**src/design/cdb_pkg.sv**
```systemverilog
`default_nettype none

package cdb_pkg;

    // ==============================
    // Machine geometry
    // ==============================

    localparam int NUM_WARPS = 8;
    localparam int WARP_W    = 3;

    localparam int NUM_LANES = 8;
    localparam int LANE_W    = 32;
    localparam int DATA_W    = NUM_LANES * LANE_W;

    localparam int NUM_REGS  = 8;
    localparam int REG_W     = 3;

    // The execution units carry the full 5-bit destination field of the ISA.
    localparam int DST_W     = 5;

    localparam int SCB_ENTRIES = 4;
    localparam int SCB_W       = 2;

    localparam int INSTR_W = 32;

    // ==============================
    // Arbitration
    // ==============================

    // Collisions MEM may lose in a row before it is given the bus.
    localparam int STARVE_LIMIT = 3;
    localparam int CNT_W        = 2;

    typedef enum logic [0:0] {
        GRANT_ALU_FIRST,
        GRANT_MEM_FORCED
    } grant_state_e;

    typedef enum logic [1:0] {
        SRC_NONE,
        SRC_ALU,
        SRC_MEM
    } cdb_src_e;

endpackage

`default_nettype wire

```
**src/design/starve_counter.sv**
```systemverilog
`default_nettype none

module starve_counter (
    input  wire                clk,
    input  wire                reset,
    input  wire                alu_valid,
    input  wire                mem_valid,
    input  var cdb_pkg::cdb_src_e grant,
    output logic               starve_hit
);

    import cdb_pkg::*;

    logic [CNT_W-1:0] count;
    logic             lost;

    // MEM loses when both units compete and ALU takes the bus.
    assign lost = alu_valid && mem_valid && (grant == SRC_ALU);

    // Flags the loss that brings the count up to the limit, so the FSM
    // is forced on the same edge as the count gets there.
    assign starve_hit = lost && (count == CNT_W'(STARVE_LIMIT - 1));

    always_ff @(posedge clk)
    begin
        if (reset)
            count <= '0;
        else if (grant == SRC_MEM)
            count <= '0;
        else if (lost)
            count <= count + 1'b1;
    end

    // At the limit the grant FSM has to hand the next collision to MEM.
    assert property (@(posedge clk) disable iff (reset)
        (count == CNT_W'(STARVE_LIMIT)) |-> !lost);

endmodule

`default_nettype wire

```
**config.mk**
```make
export PLATFORM = sky130hd
export DESIGN_NAME = starve_counter
export DESIGN_NICKNAME = d
export VERILOG_FILES = /design/src/design/cdb_pkg.sv /design/src/design/starve_counter.sv
export SDC_FILE = /design/constraint.sdc
export NUM_CORES = 1
export LEC_CHECK = 0
export BUFFER_PORTS_ARGS = -buffer_cell sky130_fd_sc_hd__buf_4
export CAP_MARGIN = 40
export CORE_AREA = 2 2 39 41
export DETAILED_ROUTE_END_ITERATION = 7
export DIE_AREA = 0 0 41 43
export REMOVE_ABC_BUFFERS = 1
export SYNTH_ARGS = -nofsm -noshare
export SYNTH_HDL_FRONTEND = slang
export SYNTH_SLANG_ARGS = --single-unit
```
**constraint.sdc**
```tcl
create_clock -name clk -period 1.65 [get_ports clk]
set_clock_uncertainty 0.15 [all_clocks]
set_input_delay 0.2475 -clock clk [delete_from_list [all_inputs] [get_ports clk]]
set_output_delay 0.2475 -clock clk [all_outputs]
set_load 0.02 [all_outputs]
```
==> key figures <==
Final layout
  • Largest register FFs: 2
  • Antenna cell count: 0
  • Area growth, synth to finish: 61.40%
  • Biggest register: count
  • Biggest regs: count x2
  • Finished Layout Cells: 42
  • Nets@finish: 35
  • Share of layout cells above drive strength 1: 50.00%

Synth
  • Top FF cell, synth: dfxtp_1
  • Synth area leaders: dfxtp_1 (28%), and4bb_2 (18%), and2_2 (11%)
  • Top cell type's share of synthesized area: about 28%
  • Yosys warns: 0
  • Post-Syn Instances: 17
  • Yosys cell types: 11
  • Yosys top cell by area: dfxtp_1
  • EDFF count, synth: 0
  • Asr flop ratio synth: 0%
  • Avg Synthesized Cell Area: between 8 and 9 sq um
  • Mapped Area: around 140 sq um
  • FF+latch count, synth: 2
  • Post-synthesis sequential area ratio: ~28%

Route
  • DR pass1 iterations: 2
  • Initial DRC Count: 2
  • Drt total wl: between 300 and 400 microns
  • Via Count: around 160
  • Routed Antenna Nets: 0
  • Residual DRC count: 0
  • Vias per cell: roughly 3.7
  • DR WL/cell: slightly below 8 microns

Global routing
  • Tot GR Track Use: roughly 5%
  • Global-route wire length before repair: about 530 microns
  • Vias in the first global route: 139
  • Met1 usage: under 10%
  • Initial antenna violation count: 0
  • Largest net degree at the start of global routing: 7
  • GRT busiest layer: met1
  • Met2 Use GR: ~4.7%
  • GRT Residual Overflow: 0
  • Met3 layer usage reported by global route: under 10%

Clocking
  • Clk sinks: 2
  • H-Tree Depth: 1
  • CTS Hold Bufs: 0
  • Setup Fix Bufs, Post-CTS: 0
  • Clock Path Buffers: 2
  • Resize count post-CTS: 0
  • Root Driver: clkbuf_4
  • CTS tree: done
  • Clk_lat worst skew: around 0.22 ns
  • Total CTS buffers: 3
  • Clk slew on worst S/H paths: 0.03 ns

Floorplan
  • Die ar.: ~1800 sq um
  • # IOs: 7
  • Initial core utilization: approximately a tenth
  • Die height: about 43 microns
  • Cell Rows: 14
  • Core box area: ~1400 sq um
  • Die width: between 40 and 50 microns

STA
  • WHS: roughly 0.038 ns
  • Setup total negative slack: 0 ns
  • Crit path time final: 1.473 ns
  • Maximum clock rate: 679.0 MHz
  • RSZ-0062 raised after global routing: false
  • Worst slew margin: between 80% and 90%
  • Slew Viols, Final: 0
  • Final Hold Fails: 0
  • Fin crit share: about nine tenths
  • Final setup violation count: 0
  • Slew at the pin closest to its max-slew limit: about 0.21 ns

Power
  • P_leak: 0.00008955 uW
  • Total power draw: around 170 uW
  • Pwr Density: between 700 and 800 nW/um^2
  • Peak supply drop: around 0.00018 V

Critical path
  • Critical Path End Type: primary output
  • CP Class: reg -> out
  • Crit Path Max Fanout: 4
  • CP bufs+invs: 2
  • CP cell instances: inv_1 > ha_1 > nor3b_1 > buf_4
  • Family with the most delay on the worst path: flip-flops
  • Slowest CP cell: dfxtp_1
  • Data required time of the critical path: roughly 1.3 ns
  • Worst setup SP type: flop
  • Max incr delay on CP: ~0.34 ns
  • Arr. time, crit path: 1.08 ns

Status
  • Status: complete, no violations

Placement
  • Port Buffers: 6
  • HPWL after DPL: approximately 250 microns
  • Placer Congestion: 0.5675
  • Placed cells: 39

Run
  • Max Cap Viol: 0

Worst hold path
  • Worst hold path type: in -> reg
cell families (layout without fill, tap and decap cells):
logic type	after synthesis	count (layout)	synth area share [%]
buf+inv	1	10	2.629
fa+ha+maj	1	1	8.771
flops	2	2	28.07
simple gates	8	8	42.10
compound gates	5	5	18.42
worst register-to-register path: stages, from the launching register on:
cell      delay, ns
dfxtp_1        0.34
inv_1          0.06
ha_1           0.26
and4bb_2       0.22
o21ai_0        0.19
a21oi_1        0.09
final cells by class:
class	instances	area [sq um]
multi-input cells	14	98.84
clock buffers	3	22.52
inverters	1	3.754
well taps	16	20.02
fillers	165	1154
flip-flops and latches	2	40.04
repair buffers	6	45.04
cells in the final DEF, fill, tap and decap left out:
cell type / instances
buf_4: 6
inv_1: 1
clkbuf_4: 3
dfxtp_1: 2
a21oi_1: 2
and2_2: 2
nand3_1: 1
nor3b_1: 1
nand2_1: 2
o21ai_0: 2
and4bb_2: 2
ha_1: 1
a31oi_1: 1
metal layers:
layer	wire, microns	vias up
li1	-	83
met1	159	67
met2	115	7
met3	49	0
met4	0	0
met5	0	-
report_power, final:
group | internal (uW) | total (uW) | switching [uW] | leakage (uW)
clock | 80.0 | 105 | 25.2 | 0.0000138
combinational | 11.4 | 19.3 | 7.95 | 0.0000596
sequential | 49.6 | 50.1 | 0.563 | 0.0000162
total | 141 | 175 | 33.7 | 0.0000896
per-stage QoR:
stage / utilization (%) / area [sq um] / worst slack, ns
CTS: 16.64 / 230.2 / 0.1628
global placement: 15.01 / 207.7 / 0.2546
floorplan: - / 142.6 / 0.2535
finish: 16.64 / 230.2 / 0.1773
detailed placement: 15.01 / 207.7 / 0.2145
global route: 16.64 / 230.2 / 0.1171
worst paths after layout:
check | from | endpoint | slack [ns] | cells after the start
max | count[0] | starve_hit | 0.18 | 4
min | reset | count[0] | 0.04 | 2
max reg2reg | count[0] | count[1] | 0.22 | 5
min reg2reg | count[1] | count[1] | 0.32 | 2
(Power assumes the default switching activity.)
