`config.mk`:
```
export PLATFORM = sky130hd
export DESIGN_NAME = warp_scoreboard
export DESIGN_NICKNAME = d
export VERILOG_FILES = /design/src/design/cdb_pkg.sv /design/src/design/warp_scoreboard.sv
export SDC_FILE = /design/constraint.sdc
export NUM_CORES = 1
export LEC_CHECK = 0
export BUFFER_PORTS_ARGS = -buffer_cell sky130_fd_sc_hd__buf_2
export CAP_MARGIN = 15
export CORE_ASPECT_RATIO = 1.4
export CORE_UTILIZATION = 50
export DETAILED_ROUTE_END_ITERATION = 7
export GPL_TIMING_DRIVEN = 1
export PLACE_DENSITY = 0.69
export SLEW_MARGIN = 20
export SYNTH_ARGS = -nofsm -noshare
export SYNTH_HDL_FRONTEND = slang
export SYNTH_SLANG_ARGS = --single-unit
```
`constraint.sdc`:
```
create_clock -name clk -period 6.2 [get_ports clk]
set_input_delay 1.24 -clock clk [delete_from_list [all_inputs] [get_ports clk]]
set_output_delay 1.24 -clock clk [all_outputs]
set_load 0.005 [all_outputs]
```
`src/design/cdb_pkg.sv`:
```
`default_nettype none

package cdb_pkg;

    // ==============================
    // Machine geometry
    // ==============================

    localparam int NUM_WARPS = 8;
    localparam int WARP_W    = 3;

    localparam int NUM_LANES = 8;
    localparam int LANE_W    = 32;
    localparam int DATA_W    = NUM_LANES * LANE_W;

    localparam int NUM_REGS  = 8;
    localparam int REG_W     = 3;

    // The execution units carry the full 5-bit destination field of the ISA.
    localparam int DST_W     = 5;

    localparam int SCB_ENTRIES = 4;
    localparam int SCB_W       = 2;

    localparam int INSTR_W = 32;

    // ==============================
    // Arbitration
    // ==============================

    // Collisions MEM may lose in a row before it is given the bus.
    localparam int STARVE_LIMIT = 3;
    localparam int CNT_W        = 2;

    typedef enum logic [0:0] {
        GRANT_ALU_FIRST,
        GRANT_MEM_FORCED
    } grant_state_e;

    typedef enum logic [1:0] {
        SRC_NONE,
        SRC_ALU,
        SRC_MEM
    } cdb_src_e;

endpackage

`default_nettype wire

```
`src/design/warp_scoreboard.sv`:
```
`default_nettype none

module warp_scoreboard (
    input  wire                                            clk,
    input  wire                                            reset,
    input  wire                                            issue_valid,
    input  wire [cdb_pkg::WARP_W-1:0]                      issue_warp,
    input  wire [cdb_pkg::REG_W-1:0]                       issue_dst,
    input  wire [cdb_pkg::SCB_W-1:0]                       issue_scb_id,
    input  wire                                            cdb_valid,
    input  wire [cdb_pkg::WARP_W-1:0]                      cdb_warp,
    input  wire [cdb_pkg::SCB_W-1:0]                       cdb_scb_id,
    output logic                                           issue_hazard,
    output logic [cdb_pkg::NUM_WARPS*cdb_pkg::SCB_ENTRIES-1:0] scb_busy
);

    import cdb_pkg::*;

    localparam int TOTAL = NUM_WARPS * SCB_ENTRIES;

    // Destination register of every pending write.
    logic [REG_W-1:0] ent_dst [TOTAL];

    logic [WARP_W+SCB_W-1:0] rsv_idx;
    logic [WARP_W+SCB_W-1:0] clr_idx;

    assign rsv_idx = {issue_warp, issue_scb_id};
    assign clr_idx = {cdb_warp, cdb_scb_id};

    // A reserve issued on the same edge as a clear of that entry wins.
    always_ff @(posedge clk)
    begin
        if (reset)
            scb_busy <= '0;
        else
        begin
            if (cdb_valid)
                scb_busy[clr_idx] <= 1'b0;
            if (issue_valid)
                scb_busy[rsv_idx] <= 1'b1;
        end
    end

    always_ff @(posedge clk)
    begin
        if (issue_valid)
            ent_dst[rsv_idx] <= issue_dst;
    end

    // Check the new destination against every pending write of the warp.
    always_comb
    begin
        issue_hazard = 1'b0;
        for (int e = 0; e < SCB_ENTRIES; e++)
        begin
            if (issue_valid
                && scb_busy[{issue_warp, SCB_W'(e)}]
                && (ent_dst[{issue_warp, SCB_W'(e)}] == issue_dst))
                issue_hazard = 1'b1;
        end
    end

    // Issue must pick a free entry unless the CDB frees it right now.
    assert property (@(posedge clk) disable iff (reset)
        (issue_valid && !(cdb_valid && (clr_idx == rsv_idx))) |-> !scb_busy[rsv_idx]);

    // Every broadcast has to name an entry that was reserved at issue.
    assert property (@(posedge clk) disable iff (reset)
        cdb_valid |-> scb_busy[clr_idx]);

endmodule

`default_nettype wire

```
==> impl_metrics.py <==
metrics = {
    "cts": {
        "clockBufferDepth": 2,
        "cts_setup_buffers": 0,
        "cts_resized": 0,
        "path_clk_slew_ns": 0.05,
        "h-tree-depth": 4,
        "hold_buffers": 0,
        "cts-buffers-inserted": 17,
        "cts_sinks": 128,
        "cts_tree": "done",
        "clk_latency_ns": 0.42,
        "root_buffer": "clkbuf_16",
    },
    "setup_path": {
        "cp.arrival_ns": 3.62,
        "cp-endpoint": "issue_hazard",
        "cp_max_fo": 27,
        "rr_worst_depth": 2,
        "cp.required_ns": 4.96,
        "r2r-start": "scb_busy[14]$_SDFF_PP0_",
        "r2r-end": "scb_busy[14]$_SDFF_PP0_",
        "worstSetupPathType": "in2out",
        "crit_start": "issue_warp[0]",
        "r2r_slack_ns": 5.43,
        "end_kind": "output port",
        "start_kind": "input port",
    },
    "finish": {
        "finalNonFillerCells": 605,
        "fill_cells": 843,
        "final_nets": 471,
        "finalCoreUtilization_pct": 61.1,
        "postLayoutCellArea_mm2": 0.00640,
        "antennaDiodeCount": 0,
        "drive_gt1_share_pct": 25.5,
        "area_delta_synth_final_pct": 17.7,
    },
    "timing": {
        "rsz0062_at_grt": "false",
        "fin_tns_setup_ns": 0,
        "final.setup_skew_ns": 0,
        "fin_hold_ws_ns": 0.496,
        "finalWorstSetupSlack_ns": 1.34,
        "worst_slew_pin_slew_ns": 1.01,
        "fmax_mhz": 206,
        "drv_slew": 0,
        "max_slew_margin_pct": 32.9,
        "finalSetupViolations": 0,
        "fin_crit_ns": 4.86,
        "period_share_pct": 78.3,
        "hold_violations": 0,
    },
    "detailed_routing": {
        "ant_nets": 0,
        "drt_iter0_drc": 347,
        "wl_um": 13100,
        "dr.pass1.iters": 5,
        "wire_per_inst_um": 21.7,
        "drcViolationCount": 0,
        "viasPerCell": 6.05,
        "routed-via-count": 3661,
    },
    "pwr": {
        "switching_share_pct": 21.6,
        "power_frac_comb_pct": 5.6,
        "p_clk_share_pct": 48.6,
        "peakVddDrop_mv": 0.200,
        "pwr-share-seq_pct": 45.8,
        "p_leak_nw": 2.52,
        "p_switching_mw": 0.441,
        "intPower_mw": 1.60,
        "p_per_area_mw_per_mm2": 319,
        "finalPower_mw": 2.04,
    },
    "logic_synthesis": {
        "ys_seq_area_share_pct": 64.8,
        "syn_nets": 415,
        "postSynthCellCount": 398,
        "synthSimpleGateAreaFrac_pct": 6.49,
        "muxShareOfSynthArea_pct": 14.4,
        "syn_avg_cell_area_um2": 13.7,
        "ys.warnings.count": 0,
        "synth_top_family_by_area": "multiplexers",
        "synth_seq_cells": 128,
        "ys_types": 34,
        "synth_adder_area_share_pct": 0,
        "synth_compound_area_share_pct": 8.57,
        "synth-xor-area-share_pct": 1.61,
        "post_synth_instance_area_mm2": 0.00543,
    },
    "grt": {
        "grt_pass1_wl_um": 20700,
        "grt_pass1_vias": 3748,
        "grt_max_degree": 36,
        "antenna_found_initial": 0,
        "grt_util_all_layers_pct": 25.0,
        "grt-ovfl-total": 0,
    },
    "die": {
        "die_h_um": 125,
        "num_io_pins": 50,
        "initial_core_util_pct": 51.9,
        "core_mm2": 0.0105,
        "die_x_um": 90.1,
        "rows": 44,
        "dieArea_mm2": 0.0113,
    },
    "outcome": {
        "outcome": "complete, no violations",
    },
    "place": {
        "dp_hpwl_um": 8840,
        "dp_cells": 573,
        "gp_congestion": 0.810,
        "io_buffer_count": 49,
        "placed_area_mm2": 0.00580,
        "pre_cts_slack_ns": 1.34,
    },
    "run": {
        "cap_violations": 0,
    },
    "worst_hold_path": {
        "hp-class": "reg2reg",
        "whs_path_depth": 2,
    },
}
synthesized netlist by cell type:
master	instances	area, um^2
a211oi_1	4	30.0
a21oi_1	33	165
a221oi_1	4	35.0
a22oi_1	2	15.0
and3_1	2	12.5
and3b_1	1	8.76
buf_1	3	11.3
buf_2	2	10.0
buf_4	4	30.0
buf_6	2	22.5
clkbuf_1	8	30.0
dfxtp_1	32	641
edfxtp_1	96	2880
inv_1	32	120
mux2_2	12	135
mux2i_1	24	240
mux4_2	18	405
nand2_1	24	90.1
nand2b_1	2	12.5
nand3_1	16	80.1
nand3b_1	5	37.5
nand4_1	2	12.5
nor2_1	9	33.8
nor2b_1	2	12.5
nor3_1	1	5.00
nor3b_1	1	7.51
o211ai_1	1	7.51
o21ai_0	35	175
o22ai_1	6	37.5
or3_1	1	6.26
or3b_2	3	26.3
or4_1	1	7.51
xnor2_1	8	70.1
xor2_1	2	17.5
final cells by class:
cell class	instances	area (um^2)	share of cell area (%)
Timing Repair Buffer	56	298	4.66
Tap cell	138	173	2.70
Clock buffer	17	425	6.65
Sequential cell	128	3520	55.1
Inverter	32	120	1.88
Clock inverter	15	170	2.66
Multi-Input combinational cell	219	1690	26.4
cell families (layout without fill, tap and decap cells):
| logic type | after synthesis | in the layout |
|---|---|---|
| XOR/XNOR | 10 | 10 |
| flip-flops | 128 | 128 |
| AO/OA/AOI/OAI | 85 | 85 |
| buffers and inverters | 51 | 120 |
| AND/OR/NAND/NOR | 70 | 70 |
| multiplexers | 54 | 54 |
flip-flops by register name (all words and copies together) (netlist names):
signal    count
ent_dst      96
scb_busy     32
cells in the final DEF (no fill, tap or decap), drive strengths merged, types with 4 or more instances in the layout:
master	count
mux2i	24
o22ai	6
a221oi	4
a211oi	4
a21oi	33
buf	56
inv	32
mux4	18
dfxtp	32
nor2	9
o21ai	35
nand3	16
edfxtp	96
nand3b	5
clkbuf	17
clkinv	9
mux2	12
nand2	24
xnor2	8
critical path: stages:
cell and delay, ns:
buf_2 0.49, buf_4 0.48, mux4_2 0.55, mux2i_1 0.17, o21ai_0 0.10, a211oi_1 0.24
nand3_1 0.11, nand4_1 0.10, buf_2 0.12
layer usage:
layer	wire, um	vias to the layer above	track usage, %	part of all wire, %
met3	768	46	6.27	5.8
li1	-	1610	-	-
met1	5200	1839	30.9	40
met4	494	0	13.5	3.8
met2	6680	166	40.3	51
met5	0	-	0	0
worst min path at each step:
| stage | startpoint | endpoint | slack [ns] |
|---|---|---|---|
| 6_report | scb_busy[31]$_SDFF_PP0_ | scb_busy[31]$_SDFF_PP0_ | 0.50 |
| 2_1_floorplan | scb_busy[0]$_SDFF_PP0_ | scb_busy[0]$_SDFF_PP0_ | 0.47 |
| 3_5_place_dp | scb_busy[31]$_SDFF_PP0_ | scb_busy[31]$_SDFF_PP0_ | 0.48 |
| 3_3_place_gp | scb_busy[15]$_SDFF_PP0_ | scb_busy[15]$_SDFF_PP0_ | 0.48 |
| 4_1_cts | scb_busy[31]$_SDFF_PP0_ | scb_busy[31]$_SDFF_PP0_ | 0.49 |
| 5_1_grt | scb_busy[12]$_SDFF_PP0_ | scb_busy[12]$_SDFF_PP0_ | 0.52 |
power groups by stage:
stage / Sequential [mW] / Clock [mW] / Combinational, mW
after floorplan: 0.951 / 0 / 0.0697
after global placement: 0.952 / 0 / 0.111
after CTS: 0.935 / 0.998 / 0.113
final: 0.935 / 0.991 / 0.114
after global routing: 0.935 / 1.03 / 0.122
after detailed placement: 0.952 / 0 / 0.113
Power figures use the tool's default switching activity.
