--- src/design/cdb_pkg.sv ---
`default_nettype none

package cdb_pkg;

    // ==============================
    // Machine geometry
    // ==============================

    localparam int NUM_WARPS = 8;
    localparam int WARP_W    = 3;

    localparam int NUM_LANES = 8;
    localparam int LANE_W    = 32;
    localparam int DATA_W    = NUM_LANES * LANE_W;

    localparam int NUM_REGS  = 8;
    localparam int REG_W     = 3;

    // The execution units carry the full 5-bit destination field of the ISA.
    localparam int DST_W     = 5;

    localparam int SCB_ENTRIES = 4;
    localparam int SCB_W       = 2;

    localparam int INSTR_W = 32;

    // ==============================
    // Arbitration
    // ==============================

    // Collisions MEM may lose in a row before it is given the bus.
    localparam int STARVE_LIMIT = 3;
    localparam int CNT_W        = 2;

    typedef enum logic [0:0] {
        GRANT_ALU_FIRST,
        GRANT_MEM_FORCED
    } grant_state_e;

    typedef enum logic [1:0] {
        SRC_NONE,
        SRC_ALU,
        SRC_MEM
    } cdb_src_e;

endpackage

`default_nettype wire

--- src/design/cdb_select.sv ---
`default_nettype none

module cdb_select (
    input  wire                              clk,
    input  wire                              reset,
    input  var cdb_pkg::cdb_src_e            grant,
    input  wire [cdb_pkg::WARP_W-1:0]        alu_warp,
    input  wire [cdb_pkg::DST_W-1:0]         alu_dst,
    input  wire [cdb_pkg::DATA_W-1:0]        alu_data,
    input  wire [cdb_pkg::INSTR_W-1:0]       alu_instr,
    input  wire [cdb_pkg::NUM_LANES-1:0]     alu_mask,
    input  wire [cdb_pkg::SCB_W-1:0]         alu_scb_id,
    input  wire [cdb_pkg::WARP_W-1:0]        mem_warp,
    input  wire [cdb_pkg::DST_W-1:0]         mem_dst,
    input  wire [cdb_pkg::DATA_W-1:0]        mem_data,
    input  wire [cdb_pkg::INSTR_W-1:0]       mem_instr,
    input  wire [cdb_pkg::NUM_LANES-1:0]     mem_mask,
    input  wire [cdb_pkg::SCB_W-1:0]         mem_scb_id,
    output logic                             cdb_valid,
    output logic [cdb_pkg::WARP_W-1:0]       cdb_warp,
    output logic [cdb_pkg::REG_W-1:0]        cdb_addr,
    output logic [cdb_pkg::DATA_W-1:0]       cdb_data,
    output logic [cdb_pkg::INSTR_W-1:0]      cdb_instr,
    output logic [cdb_pkg::NUM_LANES-1:0]    cdb_mask,
    output logic [cdb_pkg::SCB_W-1:0]        cdb_scb_id
);

    import cdb_pkg::*;

    logic [WARP_W-1:0]    sel_warp;
    logic [REG_W-1:0]     sel_addr;
    logic [DATA_W-1:0]    sel_data;
    logic [INSTR_W-1:0]   sel_instr;
    logic [NUM_LANES-1:0] sel_mask;
    logic [SCB_W-1:0]     sel_scb_id;

    // Only the low bits of the destination address the per-warp file.
    always_comb
    begin
        case (grant)
            SRC_MEM:
            begin
                sel_warp   = mem_warp;
                sel_addr   = mem_dst[REG_W-1:0];
                sel_data   = mem_data;
                sel_instr  = mem_instr;
                sel_mask   = mem_mask;
                sel_scb_id = mem_scb_id;
            end
            default:
            begin
                sel_warp   = alu_warp;
                sel_addr   = alu_dst[REG_W-1:0];
                sel_data   = alu_data;
                sel_instr  = alu_instr;
                sel_mask   = alu_mask;
                sel_scb_id = alu_scb_id;
            end
        endcase
    end

    always_ff @(posedge clk)
    begin
        if (reset)
            cdb_valid <= 1'b0;
        else
            cdb_valid <= (grant != SRC_NONE);
    end

    // The payload only moves when a unit owns the bus.
    always_ff @(posedge clk)
    begin
        if (grant != SRC_NONE)
        begin
            cdb_warp   <= sel_warp;
            cdb_addr   <= sel_addr;
            cdb_data   <= sel_data;
            cdb_instr  <= sel_instr;
            cdb_mask   <= sel_mask;
            cdb_scb_id <= sel_scb_id;
        end
    end

endmodule

`default_nettype wire

--- config.mk ---
export PLATFORM = sky130hd
export DESIGN_NAME = cdb_select
export DESIGN_NICKNAME = d
export VERILOG_FILES = /design/src/design/cdb_pkg.sv /design/src/design/cdb_select.sv
export SDC_FILE = /design/constraint.sdc
export NUM_CORES = 1
export LEC_CHECK = 0
export ABC_AREA = 1
export BUFFER_PORTS_ARGS = -buffer_cell sky130_fd_sc_hd__buf_2
export CAP_MARGIN = 20
export CORE_AREA = 4 4 359 361
export CTS_CLUSTER_SIZE = 40
export DETAILED_ROUTE_END_ITERATION = 7
export DIE_AREA = 0 0 363 365
export SETUP_SLACK_MARGIN = 0.5
export SLEW_MARGIN = 30
export SYNTH_ARGS = -nofsm -noshare
export SYNTH_HDL_FRONTEND = slang
export SYNTH_SLANG_ARGS = --single-unit
--- constraint.sdc ---
create_clock -name clk -period 9.7 [get_ports clk]
set_input_delay 0.485 -clock clk [delete_from_list [all_inputs] [get_ports clk]]
set_output_delay 0.485 -clock clk [all_outputs]
set_load 0.02 [all_outputs]
==> results.toml, run 1 <==
[floorplan]
dieArea_sq_um = 132000
top_level_ports = 921
rows = 130
die_h_microns = 365
die_width_microns = 363
core_area_sq_um = 125000
floorplan.initialDensity_pct = 10.9

[sta]
achievable-frequency_ghz = 0.315
final-max-slew-violation-count = 0
timing.final.crit_period_ns = 3.17
tightestPinTransition_ns = 1.06
post_route_setup_tns_ns = 0
finalHoldViolations = 0
worst_slew_margin_rel_pct = 29.4
setup_ws_ns = 6.53
rsz0062_at_grt = "no"
timing.hold.ws_ns = 0.116
report.final.setup_viol = 0
timing.final.crit_share_pct = 32.7

[worst_setup_path]
crit_path_end_kind = "register"
critical_path_required_ns = 10.11
critical_path_peak_fanout = 97
worst_setup_path_endpoint = "cdb_data[45]"
criticalPathCategory = "in2reg"
startpoint = "grant[0]"
timing.critical_path.from_type = "input pin"
crit_arrival_ns = 3.58

[cells_and_area]
layoutNonFillerInstCount = 3885
layout.filler_cells = 14200
area_of_the_multi_input_gates_sq_um = 3840
layout.nets = 2808
final_design_utilization_pct = 16.8
ratio_of_cells_with_drive_above_1_in_the_final_layout_pct = 44.5
stdcell_area_sq_um = 21100
flow.area_growth_from_synthesis_pct = 54.5
regArea_sq_um = 9150

[global_routing]
grt_pass1_vias = 13000
grtUsageTotal_pct = 12.6
grt_pass1_wl_microns = 114000
grt_start_max_net_pins = 152
number_of_antenna_violations_at_the_first_check_in_global_routing = 107
global_route.overflow_total = 0

[detailed_routing]
route.detailed.drc = 0
route.detailed.wl_per_inst_microns = 23.1
antenna_left = 0
drt_iter0_drc = 1321
postRouteWirelength_microns = 89700
vias = 13900
drt_pass1_iterations = 5
via_density_per_instance = 3.58

[cts]
numClockSinks = 305
cts_max_level = 2
cts.clk_slew.worst_paths_ns = 0.06
cts_tree = "done"
ctsResizeCount = 0
clock_path_buffers = 3
clock-root-buffer = "sky130_fd_sc_hd__clkbuf_16"
cts-buffers-inserted = 39
post_cts_hold_buffer_count = 0
post_cts.repair.setup_buffers = 0

[run]
max_cap_violations = 0

[logic_synthesis]
synth_seq_cells = 305
synth.lib_cells_used.distinct = 12
synth_sequential_area_ratio_pct = 67.0
synth_fp_nets = 1938
ys_top_cells_by_area = "sky130_fd_sc_hd__edfxtp_1 67%, sky130_fd_sc_hd__nand2_1 17%, sky130_fd_sc_hd__nand3_1 11%"
postSynthCellCount = 1322
synthDominantAreaCellType = "sky130_fd_sc_hd__edfxtp_1"
yosys_warnings = 0
postSynthAreaPerCell_sq_um = 10.3
synth_top_area_share_pct = 66.9
syn_area_sq_um = 13700

[pwr]
p_leak_nw = 10.1
total_power_mw = 3.89
internal_power_mw = 2.71
cellPowerDensity_nw_per_um2 = 184
ir_drop_v = 0.000130
pwr-share-comb_pct = 19.1
switching_power_of_the_nets_mw = 1.17
power.sequential.fraction_pct = 43.0
swShare_pct = 30.2
power_frac_clock_pct = 37.9

[placement]
placedCellCount = 3800
buffer_ports.inserted = 916
placedInstanceArea_sq_um = 19800
globalplace.congestion = 0.949
dp.final_hpwl_microns = 74200
dp_worst_setup_slack_ns = 5.89

[worst_hold_path]
hp-class = "in2reg"
hold_depth = 2

[outcome]
run_status = "finished, final reports clean"
## worst min-delay path by stage
| stage | startpoint | slack, ns | to |
|---|---|---|---|
| global route | reset | 0.1 | cdb_valid |
| floorplan | reset | 0.55 | cdb_valid |
| finish | reset | 0.12 | cdb_valid |
| CTS | reset | 0.07 | cdb_valid |
| global placement | reset | 0.72 | cdb_valid |
| detailed placement | reset | 0.71 | cdb_valid |
## cell usage in the layout (no fill, tap or decap)
cell type / instances
sky130_fd_sc_hd__a21oi_1: 1
sky130_fd_sc_hd__buf_2: 915
sky130_fd_sc_hd__clkbuf_1: 7
sky130_fd_sc_hd__clkinv_1: 6
sky130_fd_sc_hd__nand2_8: 1
sky130_fd_sc_hd__nand2_4: 1
sky130_fd_sc_hd__buf_12: 2
sky130_fd_sc_hd__bufinv_16: 3
sky130_fd_sc_hd__inv_1: 1
sky130_fd_sc_hd__clkinvlp_4: 3
sky130_fd_sc_hd__clkinv_8: 1
sky130_fd_sc_hd__dfxtp_1: 1
sky130_fd_sc_hd__edfxtp_1: 304
sky130_fd_sc_hd__buf_16: 1
sky130_fd_sc_hd__inv_6: 4
sky130_fd_sc_hd__nand2_1: 608
sky130_fd_sc_hd__buf_4: 10
sky130_fd_sc_hd__clkinv_2: 4
sky130_fd_sc_hd__nand3_1: 304
sky130_fd_sc_hd__diode_2: 16
sky130_fd_sc_hd__clkbuf_16: 41
sky130_fd_sc_hd__buf_8: 1
## critical path: stages
cell                       delay [ns]
sky130_fd_sc_hd__buf_2           0.14
sky130_fd_sc_hd__clkinv_8        0.34
sky130_fd_sc_hd__nand2_8         0.59
sky130_fd_sc_hd__buf_4           0.70
sky130_fd_sc_hd__buf_4           0.76
sky130_fd_sc_hd__nand2_1         0.11
sky130_fd_sc_hd__nand2_1         0.19
## routing by layer
| layer | global-route usage (%) | up-vias | part of all wire (%) |
|---|---|---|---|
| li1 | - | 6276 | - |
| met1 | 16.8 | 6435 | 43 |
| met2 | 19.5 | 945 | 44 |
| met3 | 4.63 | 233 | 11 |
| met4 | 3.15 | 20 | 3.0 |
| met5 | 0 | - | 0.16 |
## layout make-up
class	count	share of cell area (%)
Sequential cell	305	43.4
Multi-Input combinational cell	915	18.2
Clock buffer	48	4.99
Inverter	2	0.0949
Tap cell	1650	9.79
Timing Repair Buffer	929	22.5
Antenna cell	16	0.190
Clock inverter	20	0.902
## synthesized netlist by cell type, drive strengths merged
library cell / number
nand2: 610
nand3: 304
a21oi: 1
clkbuf: 6
inv: 2
buf: 94
edfxtp: 304
dfxtp: 1
## logic make-up after synthesis
family / share of synthesized area, %
buffers and inverters: 4.97
AOI/OAI and AO/OA: 0.0366
and+or+nand+nor: 28.0
DFF: 67.0
## flip-flops by register name, indices dropped and copies added, names as in the netlist
name        cells
cdb_data      256
cdb_instr      32
cdb_mask        8
cdb_addr        3
cdb_warp        3
cdb_scb_id      2
cdb_valid       1
## power groups by stage
stage          Sequential (mW)  Combinational (mW)  Clock (mW)
4_1_cts                   1.67               0.747        1.53
2_1_floorplan             1.91               0.171           0
3_5_place_dp              1.70               0.746           0
6_report                  1.67               0.743        1.47
5_1_grt                   1.69               0.795        1.57
3_3_place_gp              1.69               0.741           0
No activity file was read; power rests on OpenSTA's default activity.
==> inputs of run 2 (changes only) <==
Settings changed: CORE_AREA 4 4 359 361 to 4 4 358 360, DIE_AREA 0 0 363 365 to 0 0 362 364.
Clock period 9.7 ns to 2.61 ns, I/O delays scaled along.
==> results.toml, run 2 (synthesis gave the netlist of run 1 again) <==
[cells_and_area]
layout.filler_cells = 13400
layout.nets = 3436
final_design_utilization_pct = 21.9
mostFrequentLayoutCell = "sky130_fd_sc_hd__buf_2"
largest_registers = "cdb_data: 256 flops, cdb_instr: 32 flops, cdb_mask: 8 flops"
flow.area_growth_from_synthesis_pct = 100
ratio_of_cells_with_drive_above_1_in_the_final_layout_pct = 35.4
largest_register_ff_count = 256
most-common-layout-cells = "915 x sky130_fd_sc_hd__buf_2, 609 x sky130_fd_sc_hd__dlygate4sd3_1, 608 x sky130_fd_sc_hd__nand2_1, 304 x sky130_fd_sc_hd__nand3_1, 304 x sky130_fd_sc_hd__edfxtp_1"
layoutNonFillerInstCount = 4508
stdcell_area_sq_um = 27400
regMostFlops = "cdb_data"

[cts]
numClockSinks = 305
cts-buffers-inserted = 38
clock-root-buffer = "sky130_fd_sc_hd__clkbuf_16"
clock_path_buffers = 3
cts_max_level = 2
post_cts.repair.setup_buffers = 0
cts_tree = "done"
cts.clk_slew.worst_paths_ns = 0.06
ctsResizeCount = 0
post_cts_hold_buffer_count = 609

[sta]
setup_ws_ns = 0.930
achievable-frequency_ghz = 0.595
report.final.setup_viol = 0
timing.final.crit_period_ns = 1.68
rsz0062_at_grt = "no"
final-max-slew-violation-count = 0
timing.hold.ws_ns = 0.123
timing.final.crit_share_pct = 64.3
finalHoldViolations = 0
worst_slew_margin_rel_pct = 43.8
tightestPinTransition_ns = 0.843
post_route_setup_tns_ns = 0

[pwr]
switching_power_of_the_nets_mw = 4.50
power_frac_clock_pct = 34.2
cellPowerDensity_nw_per_um2 = 554
internal_power_mw = 10.7
p_leak_nw = 12.8
total_power_mw = 15.2
swShare_pct = 29.7
power.sequential.fraction_pct = 41.0
ir_drop_v = 0.000431
pwr-share-comb_pct = 24.8

[worst_setup_path]
crit_arrival_ns = 1.99
timing.critical_path.from_type = "input pin"
criticalPathCategory = "in2reg"
critical_path_peak_fanout = 113
critical_path_required_ns = 2.92
crit_path_end_kind = "register"

[floorplan]
die_width_microns = 362
floorplan.initialDensity_pct = 10.9
top_level_ports = 921
dieArea_sq_um = 132000
rows = 130
core_area_sq_um = 125000
die_h_microns = 364

[worst_hold_path]
whs_endpoint = "cdb_data[82]"
hold_depth = 3
hp-start = "mem_data[82]"
hp-class = "in2reg"

[detailed_routing]
postRouteWirelength_microns = 94600
via_density_per_instance = 3.76
drt_iter0_drc = 1207
antenna_left = 0
vias = 16900
route.detailed.drc = 0
route.detailed.wl_per_inst_microns = 21.0
drt_pass1_iterations = 5

[placement]
placedInstanceArea_sq_um = 20100
buffer_ports.inserted = 916
dp.final_hpwl_microns = 71800
placedCellCount = 3821
dp_worst_setup_slack_ns = 0.787
globalplace.congestion = 0.905

[outcome]
run_status = "finished, final reports clean"

[global_routing]
grt_start_max_net_pins = 114
number_of_antenna_violations_at_the_first_check_in_global_routing = 94
grt_pass1_wl_microns = 126000
global_route.overflow_total = 0
grt_pass1_vias = 17000
grtUsageTotal_pct = 13.5

[run]
max_cap_violations = 0
==> run 2: cell count changes in the layout (fill, tap and decap cells not counted), moves of 2 or more <==
cell / previous run / this run
sky130_fd_sc_hd__clkbuf_16: 41 / 39
sky130_fd_sc_hd__clkbuf_1: 7 / 5
sky130_fd_sc_hd__dlygate4sd3_1: 0 / 609
sky130_fd_sc_hd__buf_4: 10 / 22
sky130_fd_sc_hd__diode_2: 16 / 11
sky130_fd_sc_hd__buf_12: 2 / 11
sky130_fd_sc_hd__clkinvlp_4: 3 / 5
==> run 2: how the worst max path moves through the flow <==
stage                         from       endpoint  slack (ns)  depth (start not counted)
after detailed placement  grant[1]   cdb_data[75]        0.79                          4
final                     grant[0]  cdb_data[115]        0.93                          6
after global placement    grant[1]   cdb_data[78]        0.82                          4
after floorplan           grant[1]    cdb_addr[0]        0.52                          4
after global routing      grant[0]  cdb_data[221]        0.86                          8
after CTS                 grant[1]  cdb_data[231]        0.99                          7
==> run 2: metal layers <==
metal	routed length, microns	global-route usage, %	part of all wire [%]	vias to the layer above
met2	43200	22.0	46	1195
met5	208	0	0.22	-
met4	4120	5.42	4.4	30
met3	10600	5.13	11	276
li1	-	-	-	7526
met1	36500	16.0	39	7914
==> run 2: final cells by class <==
class / count / area (sq um) / area share (%)
Tap cell: 1650 / 2060 / 7.54
Sequential cell: 305 / 9150 / 33.4
Inverter: 2 / 20.0 / 0.0732
Clock inverter: 23 / 186 / 0.681
Antenna cell: 11 / 27.5 / 0.101
Multi-Input combinational cell: 915 / 3850 / 14.1
Clock buffer: 44 / 995 / 3.63
Timing Repair Buffer: 1558 / 11100 / 40.5
==> run 2: critical path, cell delays in order <==
cell and delay, ns:
sky130_fd_sc_hd__buf_2 0.16, sky130_fd_sc_hd__clkinv_8 0.18, sky130_fd_sc_hd__buf_12 0.23, sky130_fd_sc_hd__nand3_1 0.31
sky130_fd_sc_hd__nand2_1 0.08, sky130_fd_sc_hd__dlygate4sd3_1 0.56
==> run 2: power groups by stage <==
| stage | clock network (mW) | registers, mW | logic (mW) |
|---|---|---|---|
| final | 5.18 | 6.22 | 3.75 |
| after CTS | 5.41 | 6.21 | 3.70 |
| after floorplan | 0 | 7.02 | 0.637 |
| after global routing | 5.60 | 6.26 | 4.01 |
| after global placement | 0 | 6.29 | 2.78 |
| after detailed placement | 0 | 6.30 | 2.80 |
==> inputs of run 3 (changes only) <==
Settings changed: ABC_AREA 1 to 0.
Clock period 2.61 ns to 1.4 ns, I/O delays scaled along.
==> results.toml, run 3 <==
[outcome]
run_status = "finished, final reports clean"

[logic_synthesis]
async_reset_ff_share_pct = 0
synthDominantAreaCellType = "sky130_fd_sc_hd__edfxtp_1"
top_cell_types_by_occurrence_after_synthesis = "304 x sky130_fd_sc_hd__edfxtp_1, 260 x sky130_fd_sc_hd__mux2_4, 44 x sky130_fd_sc_hd__mux2_2"
synth_sequential_area_ratio_pct = 65.3
yosys_warnings = 0
synth.lib_cells_used.distinct = 10
synth_fp_nets = 1262
postSynthCellCount = 646
synth-edff-count = 304
synth.most_common_cell = "sky130_fd_sc_hd__edfxtp_1"
most_instantiated_flip_flop_cell_in_the_synthesis_netlist = "sky130_fd_sc_hd__edfxtp_1"
syn_area_sq_um = 14000
synth_top_area_share_pct = 65.2
ys_top_cells_by_area = "sky130_fd_sc_hd__edfxtp_1 65%, sky130_fd_sc_hd__mux2_4 28%, sky130_fd_sc_hd__mux2_2 3.5%"
postSynthAreaPerCell_sq_um = 21.7
synth_seq_cells = 305

[cells_and_area]
largest_register_ff_count = 256
ratio_of_cells_with_drive_above_1_in_the_final_layout_pct = 59.1
most-common-layout-cells = "609 x sky130_fd_sc_hd__dlygate4sd3_1, 609 x sky130_fd_sc_hd__buf_2, 309 x sky130_fd_sc_hd__buf_6, 304 x sky130_fd_sc_hd__mux2_4, 304 x sky130_fd_sc_hd__edfxtp_1"
stdcell_area_sq_um = 30500
area_of_the_multi_input_gates_sq_um = 4590
layout.filler_cells = 12800
layout.nets = 2860
largest_registers = "cdb_data: 256 flops, cdb_instr: 32 flops, cdb_mask: 8 flops"
flow.area_growth_from_synthesis_pct = 118
regArea_sq_um = 9150
regMostFlops = "cdb_data"

[worst_setup_path]
criticalPathCategory = "reg2out"
total_buffers_and_inverters_traversed_by_the_critical_path = 1
timing.critical_path.cells = "buf_6"
crit_arrival_ns = 1.29
critical_path_required_ns = 1.33
critical_path_peak_fanout = 1
max_stage_delay_ns = 0.52
slowest_stage = "sky130_fd_sc_hd__edfxtp_1"
timing.critical_path.from_type = "register"
crit_path_end_kind = "output port"
cell_class_contributing_the_biggest_share_of_worst_path_delay = "flip-flops"

[detailed_routing]
via_density_per_instance = 3.38
postRouteWirelength_microns = 95800
route.detailed.drc = 0
drt_iter0_drc = 844
route.detailed.wl_per_inst_microns = 24.3
antenna_left = 0
vias = 13300
drt_pass1_iterations = 5

[sta]
worst_slew_margin_rel_pct = 80.1
timing.final.crit_share_pct = 97.4
post_route_setup_tns_ns = 0
final-max-slew-violation-count = 0
setup_ws_ns = 0.0361
report.final.setup_viol = 0
timing.hold.ws_ns = 0.145
timing.final.crit_period_ns = 1.36
rsz0062_at_grt = "yes"
finalHoldViolations = 0
achievable-frequency_ghz = 0.733
tightestPinTransition_ns = 0.298

[placement]
dp_worst_setup_slack_ns = -0.164
buffer_ports.inserted = 916
placedInstanceArea_sq_um = 21100
dp.final_hpwl_microns = 75500
globalplace.congestion = 0.827

[global_routing]
grt_pass1_wl_microns = 121000
global_route.overflow_total = 0
number_of_antenna_violations_at_the_first_check_in_global_routing = 88
grtUsageTotal_pct = 13.5
grt_pass1_vias = 14200
grt_start_max_net_pins = 36

[floorplan]
floorplan.initialDensity_pct = 11.2
top_level_ports = 921
die_width_microns = 362
rows = 130
dieArea_sq_um = 132000
die_h_microns = 364
core_area_sq_um = 125000

[cts]
cts.clk_slew.worst_paths_ns = 0.06
clock_path_buffers = 3
clock-root-buffer = "sky130_fd_sc_hd__clkbuf_16"
cts-buffers-inserted = 39
numClockSinks = 305
cts_max_level = 2
cts_tree = "done"

[pwr]
swShare_pct = 28.0
internal_power_mw = 22.0
p_leak_nw = 13.2
cellPowerDensity_nw_per_um2 = 1000
ir_drop_v = 0.000669
power_frac_clock_pct = 33.9
pwr-share-comb_pct = 27.2
power.sequential.fraction_pct = 39.0
total_power_mw = 30.5
switching_power_of_the_nets_mw = 8.53

[worst_hold_path]
whs_endpoint = "cdb_data[122]"
hp-class = "in2reg"
hp-start = "grant[1]"
hold_depth = 4

[run]
max_cap_violations = 0
==> run 3: layout make-up <==
type | count | share of cell area, %
clock inverters | 20 | 0.730
flip-flops and latches | 305 | 30.0
multi-input cells | 307 | 15.1
repair buffers | 1591 | 43.8
well taps | 1650 | 6.77
clock buffers | 51 | 3.42
diodes | 20 | 0.164
==> run 3: power by group through the flow <==
stage / clock, mW / sequential [mW] / combinational [mW]
after global routing: 11.0 / 12.0 / 8.65
final: 10.3 / 11.9 / 8.28
after detailed placement: 0 / 11.8 / 5.44
after CTS: 10.8 / 11.8 / 7.97
after floorplan: 0 / 13.0 / 1.65
after global placement: 0 / 11.8 / 5.39
==> run 3: cell families (layout without fill, tap and decap cells) <==
| logic type | Yosys count | after routing | synth area share, % |
|---|---|---|---|
| simple gates | 3 | 3 | 0.188 |
| flops | 305 | 305 | 65.3 |
| other cells | 0 | 20 | 0 |
| buf+inv | 34 | 1662 | 3.04 |
| mux | 304 | 304 | 31.4 |
==> run 3: how the worst max path moves through the flow <==
stage / start / to / slack [ns] / cells after the start
after floorplan: grant[1] / cdb_addr[0] / -1.32 / 1
after global placement: grant[0] / cdb_data[24] / -0.15 / 5
after detailed placement: grant[0] / cdb_data[23] / -0.16 / 5
after CTS: cdb_data[10] / cdb_data[10] / -0.02 / 1
after global routing: cdb_data[63] / cdb_data[63] / -0.03 / 1
final: cdb_data[10] / cdb_data[10] / 0.04 / 1
==> run 3: metal layers <==
| layer | global-route usage [%] | vias to the layer above | wire (microns) |
|---|---|---|---|
| met2 | 22.3 | 856 | 44800 |
| met4 | 3.51 | 34 | 2650 |
| met1 | 16.7 | 6442 | 39700 |
| met5 | 0 | - | 214 |
| li1 | - | 5786 | - |
| met3 | 4.78 | 230 | 8440 |
==> run 3: per-stage QoR <==
| stage | std cells | util [%] |
|---|---|---|
| final | 3944 | 24.4 |
| after global routing | 3930 | 24.4 |
| after CTS | 3921 | 23.9 |
| after detailed placement | 3241 | 16.9 |
| after global placement | 3241 | 16.9 |
| after floorplan | 646 | - |
==> run 3: timing repair <==
action                                  in CTS  in global routing
hold buffers                               609                  0
gates resized for setup                    479                143
cloned                                       0                  1
endpoints found under the setup margin     305                372
hold endpoints to repair                   305                  0
buffers inserted                             0                  2
